`src/rtl/credit_link_consts.svh`:
```
// Credit link constants for payload width, receive buffer depth and credit batch size

`ifndef CREDIT_LINK_CONSTS_SVH
`define CREDIT_LINK_CONSTS_SVH

// ---------------------------------------------------------------------------
// Data path
// ---------------------------------------------------------------------------

// Flit payload and accumulator width
`define CL_DATA_W 16

// ---------------------------------------------------------------------------
// Flow control
// ---------------------------------------------------------------------------

// Receive FIFO entries and also the initial and largest credit count
`define CL_FIFO_DEPTH 8

// Largest credit change in one cycle
`define CL_MAX_CHANGE 2

`endif
```
`src/rtl/credit_link_pkg.sv`:
```
// Credit link types for the flit opcode, flit format, credit return and consumer states

`include "credit_link_consts.svh"

package credit_link_pkg;

  // -------------------------------------------------------------------------
  // Flit format
  // -------------------------------------------------------------------------

  // Opcode carried with every flit
  typedef enum logic [0:0] {
    OP_LOAD = 1'b0,  // accumulator takes the payload
    OP_ADD  = 1'b1   // payload added modulo 2^16
  } flit_op_e;

  // One flit on the link with the opcode in the top bit
  typedef struct packed {
    flit_op_e              op;
    logic [`CL_DATA_W-1:0] payload;
  } flit_t;

  // -------------------------------------------------------------------------
  // Credit return
  // -------------------------------------------------------------------------

  // Credit batch strobe from consumer to counter
  typedef struct packed {
    logic                                valid;
    logic [$clog2(`CL_MAX_CHANGE+1)-1:0] count;
  } credit_ret_t;

  // Consumer coalescing states
  typedef enum logic [0:0] {
    CR_IDLE = 1'b0,  // nothing owed
    CR_HOLD = 1'b1   // one credit owed and waiting for a partner
  } cons_state_e;

endpackage

```
`src/rtl/credit_link_top.sv`:
```
// Credit link top wiring sender, credit counter, receive FIFO and consumer on one clock

`timescale 1ns/100ps

`include "credit_link_consts.svh"

module credit_link_top #(
  localparam int credit_w = $clog2(`CL_FIFO_DEPTH + 1)
) (
  input  logic                   clk,
  input  logic                   reset,
  // Input handshake
  input  logic                   in_valid,
  input  credit_link_pkg::flit_t in_flit,
  output logic                   in_ready,
  // Consumer control
  input  logic                   drain_en,
  // Credit control
  input  logic [credit_w-1:0]    withhold,
  input  logic                   reinit,
  // Results
  output logic                   out_valid,
  output logic [`CL_DATA_W-1:0]  out_result,
  // Credit observation
  output logic [credit_w-1:0]    credit_value,
  output logic [credit_w-1:0]    credit_available
);

  logic                         decr_valid;
  logic                         link_valid;
  credit_link_pkg::flit_t       link_flit;
  credit_link_pkg::flit_t       head_flit;
  logic                         fifo_empty;
  logic                         pop;
  credit_link_pkg::credit_ret_t credit_ret;

  // ---------------------------------------------------------------------------
  // Sender side
  // ---------------------------------------------------------------------------

  flit_sender u_sender (
    .clk        (clk),
    .reset      (reset),
    .in_valid   (in_valid),
    .in_flit    (in_flit),
    .credit_ok  (in_ready),
    .decr_valid (decr_valid),
    .link_valid (link_valid),
    .link_flit  (link_flit)
  );

  // Sender spends one credit per flit
  credit_counter #(
    .max_value  (`CL_FIFO_DEPTH),
    .max_change (`CL_MAX_CHANGE)
  ) u_counter (
    .clk        (clk),
    .reset      (reset),
    .incr_valid (credit_ret.valid),
    .incr       (credit_ret.count),
    .decr_valid (decr_valid),
    .decr       (2'd1),
    .decr_ready (in_ready),
    .reinit     (reinit),
    .withhold   (withhold),
    .value      (credit_value),
    .available  (credit_available)
  );

  // ---------------------------------------------------------------------------
  // Receiver side
  // ---------------------------------------------------------------------------

  // Occupancy port left open and watched by the bound checks
  rx_fifo #(
    .depth (`CL_FIFO_DEPTH)
  ) u_fifo (
    .clk       (clk),
    .reset     (reset),
    .wr_valid  (link_valid),
    .wr_flit   (link_flit),
    .pop       (pop),
    .head_flit (head_flit),
    .empty     (fifo_empty),
    .count     ()
  );

  flit_consumer u_consumer (
    .clk        (clk),
    .reset      (reset),
    .drain_en   (drain_en),
    .head_flit  (head_flit),
    .empty      (fifo_empty),
    .pop        (pop),
    .out_valid  (out_valid),
    .out_result (out_result),
    .credit_ret (credit_ret)
  );

endmodule

```
`src/rtl/flit_consumer.sv`:
```
// Flit consumer that drains the FIFO, runs opcodes on an accumulator and returns credits

`timescale 1ns/100ps

`include "credit_link_consts.svh"

module flit_consumer (
  input  logic                        clk,
  input  logic                        reset,
  // Drain permission from outside
  input  logic                        drain_en,
  // FIFO head
  input  credit_link_pkg::flit_t      head_flit,
  input  logic                        empty,
  output logic                        pop,
  // Result strobe one cycle after the pop
  output logic                        out_valid,
  output logic [`CL_DATA_W-1:0]       out_result,
  // Credit batch back to the counter
  output credit_link_pkg::credit_ret_t credit_ret
);

  logic [`CL_DATA_W-1:0]       acc;
  credit_link_pkg::cons_state_e state;
  credit_link_pkg::cons_state_e state_next;
  credit_link_pkg::credit_ret_t ret_next;

  // ---------------------------------------------------------------------------
  // Pop and execute
  // ---------------------------------------------------------------------------

  // Pop whenever allowed and something is there
  assign pop = drain_en && !empty;

  // Opcode decode on the popped head
  always_ff @(posedge clk) begin
    if (reset) begin
      acc <= '0;
    end else if (pop) begin
      case (head_flit.op)
        credit_link_pkg::OP_LOAD: acc <= head_flit.payload;
        credit_link_pkg::OP_ADD:  acc <= acc + head_flit.payload;
        default:                  acc <= acc;
      endcase
    end
  end

  always_ff @(posedge clk) begin
    if (reset) begin
      out_valid <= 1'b0;
    end else begin
      out_valid <= pop;
    end
  end

  // Accumulator already updated when out_valid is high
  assign out_result = acc;

  // ---------------------------------------------------------------------------
  // Credit coalescing FSM
  // ---------------------------------------------------------------------------

  always_comb begin
    state_next     = state;
    ret_next.valid = 1'b0;
    ret_next.count = 2'd1;
    case (state)
      credit_link_pkg::CR_IDLE: begin
        // First credit waits for a partner
        if (pop) begin
          state_next = credit_link_pkg::CR_HOLD;
        end
      end
      credit_link_pkg::CR_HOLD: begin
        // Pair with this pop or send the lone credit
        ret_next.valid = 1'b1;
        ret_next.count = pop ? 2'd2 : 2'd1;
        state_next     = credit_link_pkg::CR_IDLE;
      end
      default: begin
        state_next = credit_link_pkg::CR_IDLE;
      end
    endcase
  end

  always_ff @(posedge clk) begin
    if (reset) begin
      state      <= credit_link_pkg::CR_IDLE;
      credit_ret <= '0;
    end else begin
      state      <= state_next;
      credit_ret <= ret_next;  // strobe lands one cycle later
    end
  end

endmodule

```
`src/rtl/rx_fifo.sv`:
```
// Receive FIFO as a circular flit buffer whose occupancy is bounded by the credit pool

`timescale 1ns/100ps

module rx_fifo #(
  // Entries equal to the initial credit pool
  parameter int depth = 8,
  localparam int ptr_w = (depth > 1) ? $clog2(depth) : 1,
  localparam int count_w = $clog2(depth + 1)
) (
  input  logic                   clk,
  input  logic                   reset,
  // Write strobe from the link
  input  logic                   wr_valid,
  input  credit_link_pkg::flit_t wr_flit,
  // Head advance from the consumer
  input  logic                   pop,
  output credit_link_pkg::flit_t head_flit,
  output logic                   empty,
  output logic [count_w-1:0]     count
);

  credit_link_pkg::flit_t mem [depth];

  logic [ptr_w-1:0] wr_ptr;
  logic [ptr_w-1:0] rd_ptr;

  // Next slot with wrap at depth
  function automatic logic [ptr_w-1:0] ptr_inc(input logic [ptr_w-1:0] ptr);
    return (ptr == ptr_w'(depth - 1)) ? '0 : ptr + 1'b1;
  endfunction

  // ---------------------------------------------------------------------------
  // Storage
  // ---------------------------------------------------------------------------

  // Credits keep writes within depth
  always_ff @(posedge clk) begin
    if (wr_valid) begin
      mem[wr_ptr] <= wr_flit;
    end
  end

  // Head visible without a read strobe
  assign head_flit = mem[rd_ptr];

  // ---------------------------------------------------------------------------
  // Pointers and occupancy
  // ---------------------------------------------------------------------------

  always_ff @(posedge clk) begin
    if (reset) begin
      wr_ptr <= '0;
      rd_ptr <= '0;
      count  <= '0;
    end else begin
      if (wr_valid) begin
        wr_ptr <= ptr_inc(wr_ptr);
      end
      if (pop) begin
        rd_ptr <= ptr_inc(rd_ptr);
      end
      // Write and pop together leave the count as is
      case ({wr_valid, pop})
        2'b10:   count <= count + 1'b1;
        2'b01:   count <= count - 1'b1;
        default: count <= count;
      endcase
    end
  end

  assign empty = (count == '0);

endmodule

```
`src/rtl/flit_sender.sv`:
```
// Flit sender accepting input flits against credit and driving them onto the link

`timescale 1ns/100ps

module flit_sender (
  input  logic                   clk,
  input  logic                   reset,
  // Input handshake with ready from the counter
  input  logic                   in_valid,
  input  credit_link_pkg::flit_t in_flit,
  input  logic                   credit_ok,
  // One-credit spend request
  output logic                   decr_valid,
  // Strobed link toward the receive FIFO
  output logic                   link_valid,
  output credit_link_pkg::flit_t link_flit
);

  logic accept;

  // ---------------------------------------------------------------------------
  // Credit request
  // ---------------------------------------------------------------------------

  // Every offered flit asks for one credit
  assign decr_valid = in_valid;

  // Transfer happens only with a grant
  assign accept = in_valid && credit_ok;

  // ---------------------------------------------------------------------------
  // Link register
  // ---------------------------------------------------------------------------

  // Strobe one cycle after acceptance
  always_ff @(posedge clk) begin
    if (reset) begin
      link_valid <= 1'b0;
    end else begin
      link_valid <= accept;
    end
  end

  // Payload held until the next accepted flit
  always_ff @(posedge clk) begin
    if (accept) begin
      link_flit <= in_flit;
    end
  end

endmodule

```
`src/rtl/credit_counter.sv`:
```
// Credit counter keeping the credit pool with increment, gated decrement, withhold and reinit

`timescale 1ns/100ps

`include "credit_link_consts.svh"

module credit_counter #(
  // Largest credit count held
  parameter int max_value = `CL_FIFO_DEPTH,
  // Largest change in one cycle in either direction
  parameter int max_change = `CL_MAX_CHANGE,
  localparam int value_w = $clog2(max_value + 1),
  localparam int change_w = $clog2(max_change + 1)
) (
  input  logic                clk,
  input  logic                reset,
  // Credits coming back from the receiver
  input  logic                incr_valid,
  input  logic [change_w-1:0] incr,
  // Credits spent by the sender
  input  logic                decr_valid,
  input  logic [change_w-1:0] decr,
  output logic                decr_ready,
  // Reload to the initial count while idle
  input  logic                reinit,
  // Credits kept out of circulation
  input  logic [value_w-1:0]  withhold,
  // Stored count without increment or withhold
  output logic [value_w-1:0]  value,
  // Spendable credit this cycle
  output logic [value_w-1:0]  available
);

  // Initial pool fills the receive FIFO exactly
  localparam logic [value_w-1:0] init_value = value_w'(`CL_FIFO_DEPTH);

  logic [value_w-1:0] incr_eff;
  logic [value_w-1:0] decr_eff;
  logic [value_w-1:0] value_plus_incr;

  // ---------------------------------------------------------------------------
  // Change terms
  // ---------------------------------------------------------------------------

  // Increments dropped during reinit
  assign incr_eff = (incr_valid && !reinit) ? value_w'(incr) : '0;

  // Only a granted decrement counts
  assign decr_eff = (decr_valid && decr_ready) ? value_w'(decr) : '0;

  assign value_plus_incr = value + incr_eff;

  // ---------------------------------------------------------------------------
  // Available credit and grant
  // ---------------------------------------------------------------------------

  // Incoming credit is usable at once and the withhold result floors at zero
  // Decrement left out here to keep ready free of a loop
  assign available = (value_plus_incr > withhold) ? value_plus_incr - withhold : '0;

  // Grant only when the request fits
  assign decr_ready = !reinit && (value_w'(decr) <= available);

  // ---------------------------------------------------------------------------
  // Count register
  // ---------------------------------------------------------------------------

  always_ff @(posedge clk) begin
    if (reset) begin
      value <= init_value;
    end else if (reinit) begin
      value <= init_value;
    end else begin
      // Increment and decrement land in the same cycle
      value <= value_plus_incr - decr_eff;
    end
  end

endmodule

```
`config.mk`:
```
export PLATFORM = sky130hd
export DESIGN_NAME = credit_link_top
export DESIGN_NICKNAME = d
export VERILOG_FILES = /design/src/rtl/credit_link_pkg.sv /design/src/rtl/credit_link_top.sv /design/src/rtl/flit_consumer.sv /design/src/rtl/rx_fifo.sv /design/src/rtl/flit_sender.sv /design/src/rtl/credit_counter.sv
export VERILOG_INCLUDE_DIRS = /design/src /design/src/rtl
export SDC_FILE = /design/constraint.sdc
export NUM_CORES = 1
export LEC_CHECK = 0
export BUFFER_PORTS_ARGS = -buffer_cell sky130_fd_sc_hd__buf_2
export CORE_MARGIN = 5
export CORE_UTILIZATION = 54
export DETAILED_ROUTE_END_ITERATION = 10
export PLACE_DENSITY_LB_ADDON = 0.05
export SLEW_MARGIN = 20
export SYNTH_ARGS = -nofsm -noshare
export SYNTH_HDL_FRONTEND = slang
export SYNTH_SLANG_ARGS = --single-unit
```
`constraint.sdc`:
```
create_clock -name clk -period 4.25 [get_ports clk]
set_input_delay 0.425 -clock clk [delete_from_list [all_inputs] [get_ports clk]]
set_output_delay 0.425 -clock clk [all_outputs]
set_load 0.02 [all_outputs]
```
Word-level counts from Yosys, hierarchy flattened:

Memories as Yosys holds them, arrays and structs flattened. A register that Yosys moved wholly into a read port is not among the register bits.
Index checks and enable logic that the tools add are counted.

* register bits: 53
* bits in writable memories: 136
* output and inout bits: 26
* memories kept: 1

Memory list
* u_fifo.mem: words 8, width 17, read ports 1, clocked after Yosys merged registers in 1, wr ports 1, line rx_fifo.sv:23 `credit_link_pkg::flit_t mem [depth];`

* add/sub/neg operators: 8
* magnitude comparators: 2
* equality and inequality tests: 4
* multiplexer cells: 15
* bitwise gates (word level): 2
* reduce and logical (&&, ||, !) cells: 10

Operator list (number)
* $pmux 16 s2: 1
* $add 16x16->16: 1
* $mux 3: 5
* $pmux 4 s2: 1
* $sub 4x4->4: 2
* $add 3x1->3 const B: 2
* $eq 3x3->1 const B: 2
* $add 4x1->4 const B: 1
* $add 4x4->4: 1
* $gt 4x4->1: 1
* $le 1x4->1 const A: 1
* $logic_and 1x1->1: 4
* $logic_not 4->1: 1
* $mux 1: 4
* $mux 2: 2
* $mux 4: 1
* $reduce_or 2->1: 2
* $sub 4x1->4 const B: 1
* $eq 2x1->1 const B: 1
* $eq 2x2->1 const B: 1
* $logic_not 1->1: 2
* $not 1->1: 2
* $pmux 1 s2: 1
* $reduce_bool 2->1: 1

Depth between registers and ports, before layout:

Gate-level depths: netlist (run 1).

* word-level depth: 11
* gate-level depth with buffers: 16
* mapped depth without buffers: 16

By module:

A second synthesis (run 1) with hierarchy kept.

* cell total of the unflattened synthesis: 565
* area, all modules: 8718.4 um2

Modules (own cells, without submodules)
* rx_fifo: instances 1, cells an instance 268, area an instance 5839.4 um2, seq. area each 4344.2 um2
* flit_consumer: instances 1, cells an instance 206, area an instance 1704.1 um2, seq. area each 420.4 um2
* credit_counter: instances 1, cells an instance 68, area an instance 614.3 um2, seq. area each 80.1 um2
* flit_sender: instances 1, cells an instance 21, area an instance 553.0 um2, seq. area each 530.5 um2
* credit_link_top: instances 1, cells an instance 2, area an instance 7.5 um2, seq. area each 0.0 um2

Worst setup path after synthesis (run 1):

Ideal clock, no wire load.

* kind: input port to flip-flop
* start point: input port reinit
* end point: register u_counter.value[3]
* setup time: 0.127 ns
* arrival: 4.269 ns
* setup slack: -0.146 ns
* stages: 15
* cells stage by stage: and3b_1 > ha_1 > fa_1 > xor2_1 > ha_1 > a21o_1 > a21oi_1 > a41o_1 > or2_2 > a41oi_1 > and2_1 > ha_1 > nor3b_1 > xor2_1 > or3_1

* cells in the longest elaborated chain, start to end: 11

RTL lines
* start, declared: line credit_link_top.sv:20 `input logic reinit,`
* $logic_not 1->1 *: line credit_counter.sv:46, credit_counter.sv:62
* $logic_and 1x1->1: line credit_counter.sv:46 `assign incr_eff = (incr_valid && !reinit) ? value_w'(incr) : '0;`
* $mux 2: line credit_counter.sv:46
* $add 4x4->4: line credit_counter.sv:51 `assign value_plus_incr = value + incr_eff;`
* $sub 4x4->4 or $gt 4x4->1 (tied branches): line credit_counter.sv:59 `assign available = (value_plus_incr > withhold) ? value_plus_incr - withhold : '0;`
* $mux 4: line credit_counter.sv:59
* $le 1x4->1: line credit_counter.sv:62 `assign decr_ready = !reinit && (value_w'(decr) <= available);`
* $logic_and 1x1->1 *: line credit_counter.sv:62
* net in_ready: line credit_link_top.sv:15 `output logic in_ready,`
* $logic_and 1x1->1 *
* net u_sender.accept: line flit_sender.sv:19 `logic accept;`
* $mux 1 *: line credit_counter.sv:49 `assign decr_eff = (decr_valid && decr_ready) ? value_w'(decr) : '0;`
* $sub 4x4->4 *: line credit_counter.sv:75 `value <= value_plus_incr - decr_eff;`
* end signal, assigned: line credit_counter.sv:70 `value <= init_value;`
* end signal, assigned: line credit_counter.sv:72 `value <= init_value;`
* end signal, assigned: line credit_counter.sv:75
* end, declared: line credit_counter.sv:29 `output logic [value_w-1:0] value,`

The timed path passes the listed nets; every way through them passes the cells marked *.
A chain may end at the register's enable or synchronous reset.

Worst setup path after layout (run 1):

* start point: register, netlist name u_consumer.credit_ret[0]
* end point: register u_counter.value[3]

* cells in the longest elaborated chain, start to end: 9

RTL lines (line)
* $mux 2 *: credit_counter.sv:46
* $add 4x4->4 *: credit_counter.sv:51
* $sub 4x4->4 or $gt 4x4->1 (tied branches): credit_counter.sv:59
* $mux 4 *: credit_counter.sv:59
* $le 1x4->1 *: credit_counter.sv:62
* $logic_and 1x1->1 *: credit_counter.sv:62
* $logic_and 1x1->1 *
* net u_sender.accept: flit_sender.sv:19
* $mux 1 *: credit_counter.sv:49
* $sub 4x4->4 *: credit_counter.sv:75

Marked as above.

==> metrics, run 1 <==
status=completed; first-pass GRT wire length=around 26000 um; root buffer cell=clkbuf_16; DR iter-0 viols=approximately 360; Crit path max-delay family=simple AND/OR/NAND/NOR gates; Crit path required time=4.55 ns; Cells after Synth=around 530; antenna violations before repair=0; I/O Pins=between 50 and 60; vias in the first global route=around 4700; Reg clk slew, reported paths=around 0.08 ns; final setup fails=0; clk_lat worst skew=0.43 ns; CTS Sinks=around 190; Setup CP Type=reg2reg; post_cts resized=0; EDFF count, synth=around 150; via/cell ratio=between 5 and 6; yosys warns=0; Final nets=654; HPWL Detailed=10500 um; Die Area=between 15000 and 20000 um2; fill count=around 1100; RSZ-0062 raised after global routing=false; DRC=0; commonest register cell after synthesis=edfxtp_1; CP bufs+invs=0; Num CTS Buffers=17; Initial Utilization=54.6%; Placer Congestion=about 0.89; Final Hold Fails=0; layout cells sized above 1=a little over a quarter; sequential-to-total area share from yosys stat=about two thirds; Max Clock Skew=between 0.01 and 0.015 ns; clock tree buffer depth=2; layout overhead on the synthesized area=14.3%; largest area contributor in the synthesized netlist=edfxtp_1; syn nets=587; Port Buffer Count=about 50; Placement Rows=45; Die Y=approximately 130 um; Die X=around 130 um; crit end category=flop; final design area excluding fillers=9420 um2; GRT Total Usage=between 10% and 20%; minimum hold slack=0.166 ns; leakage=roughly 3.4 nW; Worst Tran Pin Value=around 0.62 ns; core area=15100 um2; Max Transition Viols Final=0; hold crit path type=in2reg; Crit-path slowest cell=fa_1; fmax=271 MHz; Post-DRT Antenna Nets=0; CP max stage delay=0.38 ns; Period minus WS final=about 3.7 ns; most frequent CP cell=ha_1; Async S/R FF share, synth=0%; Slew headroom=58.6%; worst path arrival time=roughly 4 ns; Synth area leaders=edfxtp_1, dfxtp_1, mux4_2; Setup Fix Bufs, Post-CTS=0; CTS tree=done; CTS H-tree lvls=4; Max IR drop VDD=0.505 mV; Yosys reg bits=192; CP Launch Type=flop; hold_buf cts=0; DP Area=just under 9000 um2; setup TNS=0 ns; Max FO, Critical Path=4; synthesized area=between 8000 and 9000 um2; final period utilization=between 80 and 90%; Final Routed Wirelength=16500 um; first-pass detailed-route iteration total=7; maxcap violations=0; Yosys top cell area share=55.7%; detailed-route via count=4701; Power Dens Cells=approximately 520 nW/um2; post-synthesis cell type count=60; pin count of the biggest net entering global routing=29; grt total ovfl=0; antenna cell count=0; critical-path cell list=and3b_1 -> ha_1 -> fa_1 -> xor2_1 -> ha_1 -> a21o_1 -> a21oi_1 -> a41o_1 -> or2_2 -> a41oi_1 -> and2_2 -> ha_1 -> nor3b_1 -> xor2_1 -> or3_1; syn_area_per_cell=15.6 um2; DR WL/cell=between 20 and 25 um
==> state kept, by name, summed over array words and instances (netlist names), named ones only <==
signal and count:
u_consumer.credit_ret 3, u_consumer.state 1, u_fifo.rd_ptr 3, u_counter.value 4, u_consumer.out_result 16, u_fifo.count 4
u_fifo.wr_ptr 3, u_sender.link_flit 17, u_consumer.out_valid 1, u_sender.link_valid 1, u_fifo.mem 136
==> stage by stage <==
step	cells	setup slack (ns)	total power [mW]	utilization (%)
6_report	795	0.558	4.89	62.4
5_1_grt	795	0.243	5.12	62.4
4_1_cts	795	0.545	4.93	62.4
3_5_place_dp	763	0.259	3.24	58.3
3_3_place_gp	763	0.359	3.21	58.3
2_1_floorplan	527	0.0411	2.97	-
==> layer usage <==
metal	wire length, um	vias to the layer above	share of wire (%)	global-route usage [%]
met5	0	-	0	0
met4	286	0	1.7	5.49
met3	728	17	4.4	5.14
met2	8170	116	49	32.4
met1	7350	2373	44	25.4
li1	-	2195	-	-
==> where the power goes <==
group / switching [mW] / total, mW / internal, mW
Sequential: 0.0905 / 2.19 / 2.09
Clock: 0.733 / 1.69 / 0.956
Combinational: 0.559 / 1.01 / 0.455
==> cells by family (layout without fill, tap and decap cells) <==
family                     after synthesis  in the layout  synth area share (%)
xor gates and xnor gates                16             16                  1.70
and+or+nand+nor                        102            102                  6.10
DFF                                    192            192                  65.2
adders and majority gates               34             34                  5.52
muxes                                   54             54                  12.1
buffers and inverters                   40            120                  2.22
AOI/OAI and AO/OA                       89             89                  7.19
==> cell usage in the layout (no fill, tap or decap), types with 4 or more instances in the layout <==
cell	count
a31oi_1	6
buf_2	51
or3_1	5
fa_1	4
o21ai_0	13
dfxtp_1	38
edfxtp_1	153
a21o_1	10
nand2b_1	6
ha_1	30
nor3_1	9
a21oi_1	29
inv_1	18
xor2_1	8
o211ai_1	5
nor2_1	33
mux2_2	16
mux4_2	34
nand3_1	4
nand2_1	23
xnor2_1	8
clkbuf_16	17
buf_4	17
==> Yosys cell counts (3+ instances only) <==
| library cell | n |
|---|---|
| a211oi_1 | 3 |
| a21o_1 | 10 |
| a21oi_1 | 29 |
| a311oi_1 | 3 |
| a31oi_1 | 6 |
| a32oi_1 | 3 |
| and3_1 | 3 |
| buf_2 | 7 |
| clkbuf_1 | 7 |
| dfxtp_1 | 39 |
| edfxtp_1 | 153 |
| fa_1 | 4 |
| ha_1 | 30 |
| inv_1 | 18 |
| mux2_2 | 16 |
| mux4_2 | 34 |
| nand2_1 | 23 |
| nand2b_1 | 6 |
| nand3_1 | 4 |
| nor2_1 | 33 |
| nor3_1 | 11 |
| o211ai_1 | 5 |
| o21a_1 | 3 |
| o21ai_0 | 13 |
| or3_1 | 5 |
| xnor2_1 | 8 |
| xor2_1 | 8 |
==> cell type report <==
type                       count  area [um2]  share of cell area, %
inverter                      19        71.3                  0.757
clock buffer                  19         433                   4.59
timing repair buffer          69         403                   4.28
tap                          188         235                   2.50
clock inverter                13         199                   2.11
sequential                   192        5380                   57.1
multi-input combinational    295        2710                   28.7
==> worst paths after layout <==
check	from	endpoint	slack (ns)	depth (start not counted)
worst max-delay path	u_consumer.credit_ret[0]	u_counter.value[3]	0.56	15
worst min-delay path	in_flit[4]	u_sender.link_flit[4]	0.17	1
worst max register to register	u_consumer.credit_ret[0]	u_counter.value[3]	0.56	15
worst min register to register	u_consumer.state	u_consumer.state	0.46	1
==> worst register-to-register path, stage by stage, from the launching register on <==
cell and delay [ns]:
dfxtp_1 0.30, and3b_1 0.17, ha_1 0.20, fa_1 0.38, xor2_1 0.21, ha_1 0.37
a21o_1 0.13, a21oi_1 0.08, a41o_1 0.25, or2_2 0.28, a41oi_1 0.22, and2_2 0.20
ha_1 0.16, nor3b_1 0.24, xor2_1 0.09, or3_1 0.31
No activity file was read; power rests on OpenSTA's default activity.
==> run 2: changes to the inputs <==
--- a/config.mk
+++ b/config.mk
@@ -7,7 +7,7 @@
 export NUM_CORES = 1
 export LEC_CHECK = 0
 export BUFFER_PORTS_ARGS = -buffer_cell sky130_fd_sc_hd__buf_2
-export CORE_MARGIN = 5
+export CORE_MARGIN = 3
 export CORE_UTILIZATION = 54
 export DETAILED_ROUTE_END_ITERATION = 10
 export PLACE_DENSITY_LB_ADDON = 0.05
==> run 2 against run 1 <==
Against the previous run:
- utilization grew 0.71 points
- sequential power is essentially flat
- setup slack gained 0.0020 ns
- first-iteration DRC count shrank 16%
- critical endpoint is now u_consumer.out_result[15]
- register-to-register slack is essentially flat
- largest power group unchanged
- die area shrank 5.9%
- final area shrank 1.1%
==> metrics, run 2 (synthesized netlist as in run 1, its figures left out) <==
most common cell after layout, fill and taps aside=edfxtp_1; DP Area=8770 um2 (-0.20%); CP max stage delay=0.73 ns (+0.35 ns); root buffer cell=clkbuf_16; Crit-path slowest cell=dfxtp_2; FF+latch area=5380 um2 (unchanged); Final nets=654 (unchanged); Post-DRT Antenna Nets=0 (unchanged); Net Sw Frac=27.8% (-0.48 points); sequential share of power=47.1% (+2.4 points); final period utilization=86.8% (about the same); Final Routed Wirelength=15700 um (-4.7%); final design area excluding fillers=9320 um2 (-1.1%); combinational share of power=21.3% (+0.6 points); DR iter-0 viols=304 (-16%); worst path arrival time=3.97 ns (-0.02 ns); hold crit path type=in2reg; Final Hold Fails=0 (unchanged); most frequent cells in the layout=edfxtp_1, buf_2, dfxtp_1; most flop-heavy register=u_fifo.mem; Max Transition Viols Final=0 (unchanged); Num CTS Buffers=17 (unchanged); DRC=0 (unchanged); Placer Congestion=0.882 (-1.1%); dpl ws=0.259 ns (+0.000788 ns); antenna violations before repair=0 (unchanged); Power, Total=4.65 mW (-4.9%); cell internal pwr=3.35 mW (-4.3%); Reg clk slew, reported paths=0.06 ns (-0.02 ns); Setup Fix Bufs, Post-CTS=0 (unchanged); GRT Total Usage=19.9% (+0.52 points); Die X=130 um (-3.0%); CTS H-tree lvls=4 (unchanged); Layout Utilization=63.2% (+0.71 points); Period minus WS final=3.69 ns (-0.00204 ns); Die Y=130 um (-3.0%); HPWL Detailed=10100 um (-4.0%); Setup CP Type=reg2reg; post_cts resized=0 (unchanged); Port Buffer Count=51 (unchanged); fill count=1067 (-4.6%); clock tree buffer depth=2 (unchanged); pin count of the biggest net entering global routing=35 (+21%); final setup fails=0 (unchanged); antenna cell count=0 (unchanged); minimum hold slack=0.173 ns (+0.00641 ns); max FFs per register=136 (unchanged); crit end category=flop; Multi-input gate area=2710 um2 (unchanged); setup TNS=0 ns (unchanged); Slew headroom=58.2% (-0.38 points); RSZ-0062 raised after global routing=false; Clk network pwr share=31.6% (-2.9 points); hold_buf cts=0 (unchanged); core area=14800 um2 (-2.2%); Placed Cells=759 (-0.52%); DR WL/cell=19.9 um (-4.3%); CTS Sinks=192 (unchanged); Max IR drop VDD=0.360 mV (-29%); Max FO, Critical Path=18 (+14); sw power=1.29 mW (-6.5%); detailed-route via count=4656 (-0.96%); Die Area=16800 um2 (-5.9%); vias in the first global route=4616 (-1.7%); Power Dens Cells=499 nW/um2 (-3.9%); via/cell ratio=5.89 (-0.46%); I/O Pins=52 (unchanged); Crit path required time=4.53 ns (-0.02 ns); fmax=271 MHz (about the same); leakage=3.37 nW (-1.4%); Final Non-Filler Cells=791 (-0.50%); layout overhead on the synthesized area=13.0%; clk_lat worst skew=0.42 ns (about the same); Initial Utilization=55.9% (+1.2 points); first-pass detailed-route iteration total=4 (-3); final setup margin=0.560 ns (+0.00204 ns); first-pass GRT wire length=24800 um (-4.5%); Worst Tran Pin Value=0.627 ns (+0.00566 ns); Placement Rows=44 (-2.2%); CTS tree=done; maxcap violations=0 (unchanged); status=completed; grt total ovfl=0 (unchanged); critical-path cell list=buf_4 -> mux4_2 -> mux2_2 -> ha_1 -> a21o_1 -> a31o_2 -> or3_1 -> o21a_1 -> a221oi_1 -> a21oi_1; Max Clock Skew=0.00911 ns (-0.00327 ns); layout cells sized above 1=26.2% (-0.66 points); CP Launch Type=flop
## run 2: changes by cell type in the layout (fill, tap and decap cells not counted), moves of 2 or more
cell and change:
bufinv_16 -2, clkinv_1 +3, clkinv_8 -2, inv_8 -2
## run 2: layout make-up
class                      count  area share [%]
sequential                   192            57.7
timing repair buffer          69            4.19
clock buffer                  20            4.69
inverter                      19           0.765
multi-input combinational    295            29.0
tap                          184            2.47
clock inverter                12            1.15
## run 2: final timing paths
path	startpoint	end	slack, ns	depth (start not counted)
setup / recovery	flop	u_consumer.out_result[15]	0.56	10
hold / removal	in_flit[12]	u_sender.link_flit[12]	0.17	1
setup reg to reg	flop	u_consumer.out_result[15]	0.56	10
hold reg to reg	u_consumer.state	u_consumer.state	0.47	1
## run 2: metal layers
metal	global-route usage (%)	part of all wire (%)	vias up
li1	-	-	2191
met1	26.5	45	2315
met2	33.3	49	134
met3	4.74	4.7	16
met4	5.56	1.2	0
met5	0	0	-
## run 2: power groups by stage
stage	sequential [mW]	clock [mW]	combinational (mW)
after floorplan	2.24	0	0.729
after global placement	2.23	0	0.968
after detailed placement	2.23	0	0.989
after CTS	2.19	1.50	0.995
after global routing	2.20	1.59	1.10
final	2.19	1.47	0.990
## run 2: critical path: cells and delay by family, from the launching register on
kind / cells / cell delay (ns)
adders and majority gates: 1 / 0.24
muxes: 2 / 0.82
AOI/OAI and AO/OA: 5 / 1.11
and+or+nand+nor: 1 / 0.35
DFF: 1 / 0.73
buffers and inverters: 1 / 0.29
==> run 3: changes to the inputs <==
--- a/config.mk
+++ b/config.mk
@@ -11,6 +11,7 @@
 export CORE_UTILIZATION = 54
 export DETAILED_ROUTE_END_ITERATION = 10
 export PLACE_DENSITY_LB_ADDON = 0.05
+export SKIP_CTS_REPAIR_TIMING = 1
 export SLEW_MARGIN = 20
 export SYNTH_ARGS = -nofsm -noshare
 export SYNTH_HDL_FRONTEND = slang
==> constraint.sdc (replaced) <==
create_clock -name clk -period 3 [get_ports clk]
set_input_delay 0.3 -clock clk [delete_from_list [all_inputs] [get_ports clk]]
set_output_delay 0.3 -clock clk [all_outputs]
set_load 0.02 [all_outputs]
==> run 3 against run 2 <==
Against the previous run:
- wire length rose by 7.7%
- setup slack lost 0.85 ns
- critical path type unchanged
- global-route usage grew 1.2 points
- final cell count up 6.2%
- the flow now finishes with violations (negative setup slack)
==> metrics, run 3 (synthesized netlist as in run 1, its figures left out) <==
status=finished, violations left; failing checks=negative setup slack; Setup CP Type=reg2reg; Worst Tran Pin Value=0.561 ns (-0.0653 ns); most flop-heavy register=u_fifo.mem; CP Launch Type=flop; setup TNS=-2.95 ns (-2.95 ns); Num CTS Buffers=17 (unchanged); Crit path required time=3.31 ns (-1.22 ns); Post-DRT Antenna Nets=0 (unchanged); Period minus WS final=3.29 ns (-0.403 ns); Hold Path Stages=1 (unchanged); Die X=130 um (unchanged); core area=14800 um2 (unchanged); Max FO, Critical Path=2 (-16); Reg2Reg Setup Slack=-0.29 ns (-0.85 ns); Final nets=703 (+7.5%); Max Transition Viols Final=0 (unchanged); hold crit path type=in2reg; worst path arrival time=3.60 ns (-0.37 ns); Die Y=130 um (unchanged); Placement Rows=44 (unchanged); Hold Path Sink=u_sender.link_flit[9]; max FFs per register=136 (unchanged); FF-to-FF Start=u_consumer.credit_ret[0]; Reg clk slew, reported paths=0.07 ns (about the same); DR WL/cell=20.2 um (+1.4%); clock tree buffer depth=2 (unchanged); final period utilization=110% (+23 points); root buffer cell=clkbuf_16; Final Routed Wirelength=17000 um (+7.7%); CTS Sinks=192 (unchanged); clk_lat worst skew=0.43 ns (about the same); layout overhead on the synthesized area=24.6%; pin count of the biggest net entering global routing=29 (-17%); GRT Total Usage=21.1% (+1.2 points); Max Clock Skew=0.00951 ns (+0.000399 ns); Power Dens Cells=717 nW/um2 (+44%); Die Area=16800 um2 (unchanged); Final Hold Fails=0 (unchanged); fmax=304 MHz (+12%); maxcap violations=0 (unchanged); layout cells sized above 1=38.7% (+13 points); crit end category=flop; Placer Congestion=0.832 (-5.7%); I/O Pins=52 (unchanged); vias in the first global route=4853 (+5.1%); final setup fails=25 (+25); RR Endpoint=u_counter.value[3]; dpl ws=-0.477 ns (-0.737 ns); DR iter-0 viols=323 (+6.3%); final setup margin=-0.287 ns (-0.847 ns); Slew headroom=62.6% (+4.4 points); antenna violations before repair=0 (unchanged); CTS tree=done; most frequent cells in the layout=edfxtp_1, buf_4, buf_2; RSZ-0062 raised after global routing=true; first-pass detailed-route iteration total=4 (unchanged); leakage=3.74 nW (+11%); antenna cell count=0 (unchanged); minimum hold slack=0.0407 ns (-0.132 ns); first-pass GRT wire length=26200 um (+6.0%); R2R depth=15 (+5); Max IR drop VDD=0.754 mV (+110%); min-delay src=in_flit[9]; fill count=960 (-10%); via/cell ratio=5.80 (-1.5%); Initial Utilization=55.9% (unchanged); HPWL Detailed=10700 um (+6.4%); DRC=0 (unchanged); Port Buffer Count=51 (unchanged); most common cell after layout, fill and taps aside=edfxtp_1; grt total ovfl=0 (unchanged); CTS H-tree lvls=4 (unchanged); detailed-route via count=4871 (+4.6%)
[run 3: area by class of cell]
| type | instances | area [um2] | area share [%] |
|---|---|---|---|
| Tap cell | 184 | 230 | 2.24 |
| Timing Repair Buffer | 118 | 861 | 8.38 |
| Inverter | 19 | 71.3 | 0.694 |
| Clock inverter | 12 | 170 | 1.66 |
| Multi-Input combinational cell | 295 | 3110 | 30.2 |
| Clock buffer | 20 | 457 | 4.44 |
| Sequential cell | 192 | 5380 | 52.4 |
[run 3: worst max-delay path, cell delays in order, from the launching register on]
cell	delay, ns
dfxtp_2	0.31
and3b_1	0.17
ha_2	0.18
fa_2	0.38
xor2_4	0.18
ha_4	0.28
a21o_1	0.12
a21oi_2	0.06
a41o_1	0.22
or2_4	0.24
a41oi_4	0.17
and2_4	0.18
ha_4	0.12
nor3b_4	0.19
xor2_1	0.08
or3_1	0.30
[run 3: layer usage]
layer	global-route usage (%)	part of all wire [%]
met3	4.00	3.8
met5	0	0
met2	34.3	51
met4	6.91	1.4
met1	29.1	44
[run 3: worst max-delay path by stage]
stage                             start                 end  depth (start not counted)
3_3_place_gp                     reinit  u_counter.value[3]                         16
3_5_place_dp                     reinit  u_counter.value[3]                         14
6_report       u_consumer.credit_ret[0]  u_counter.value[3]                         15
4_1_cts        u_consumer.credit_ret[0]            in_ready                         12
2_1_floorplan                    reinit  u_counter.value[3]                         15
5_1_grt        u_consumer.credit_ret[0]  u_counter.value[3]                         15
[run 3: through the flow]
stage               std cells  instance area [um2]  utilization (%)  power [mW]
CTS                       831                 9820             66.6        7.16
floorplan                 527                 8390                -        4.29
global route              840                10300             69.6        7.73
detailed placement        799                 9200             62.3        4.80
finish                    840                10300             69.6        7.37
global placement          799                 9200             62.3        4.75
[run 3: report_power, final]
| part | internal [mW] | switching, mW | total [mW] | leakage, nW |
|---|---|---|---|---|
| logic | 0.972 | 0.934 | 1.91 | 1.74 |
| clock network | 1.38 | 0.986 | 2.37 | 0.303 |
| registers | 2.97 | 0.126 | 3.10 | 1.70 |
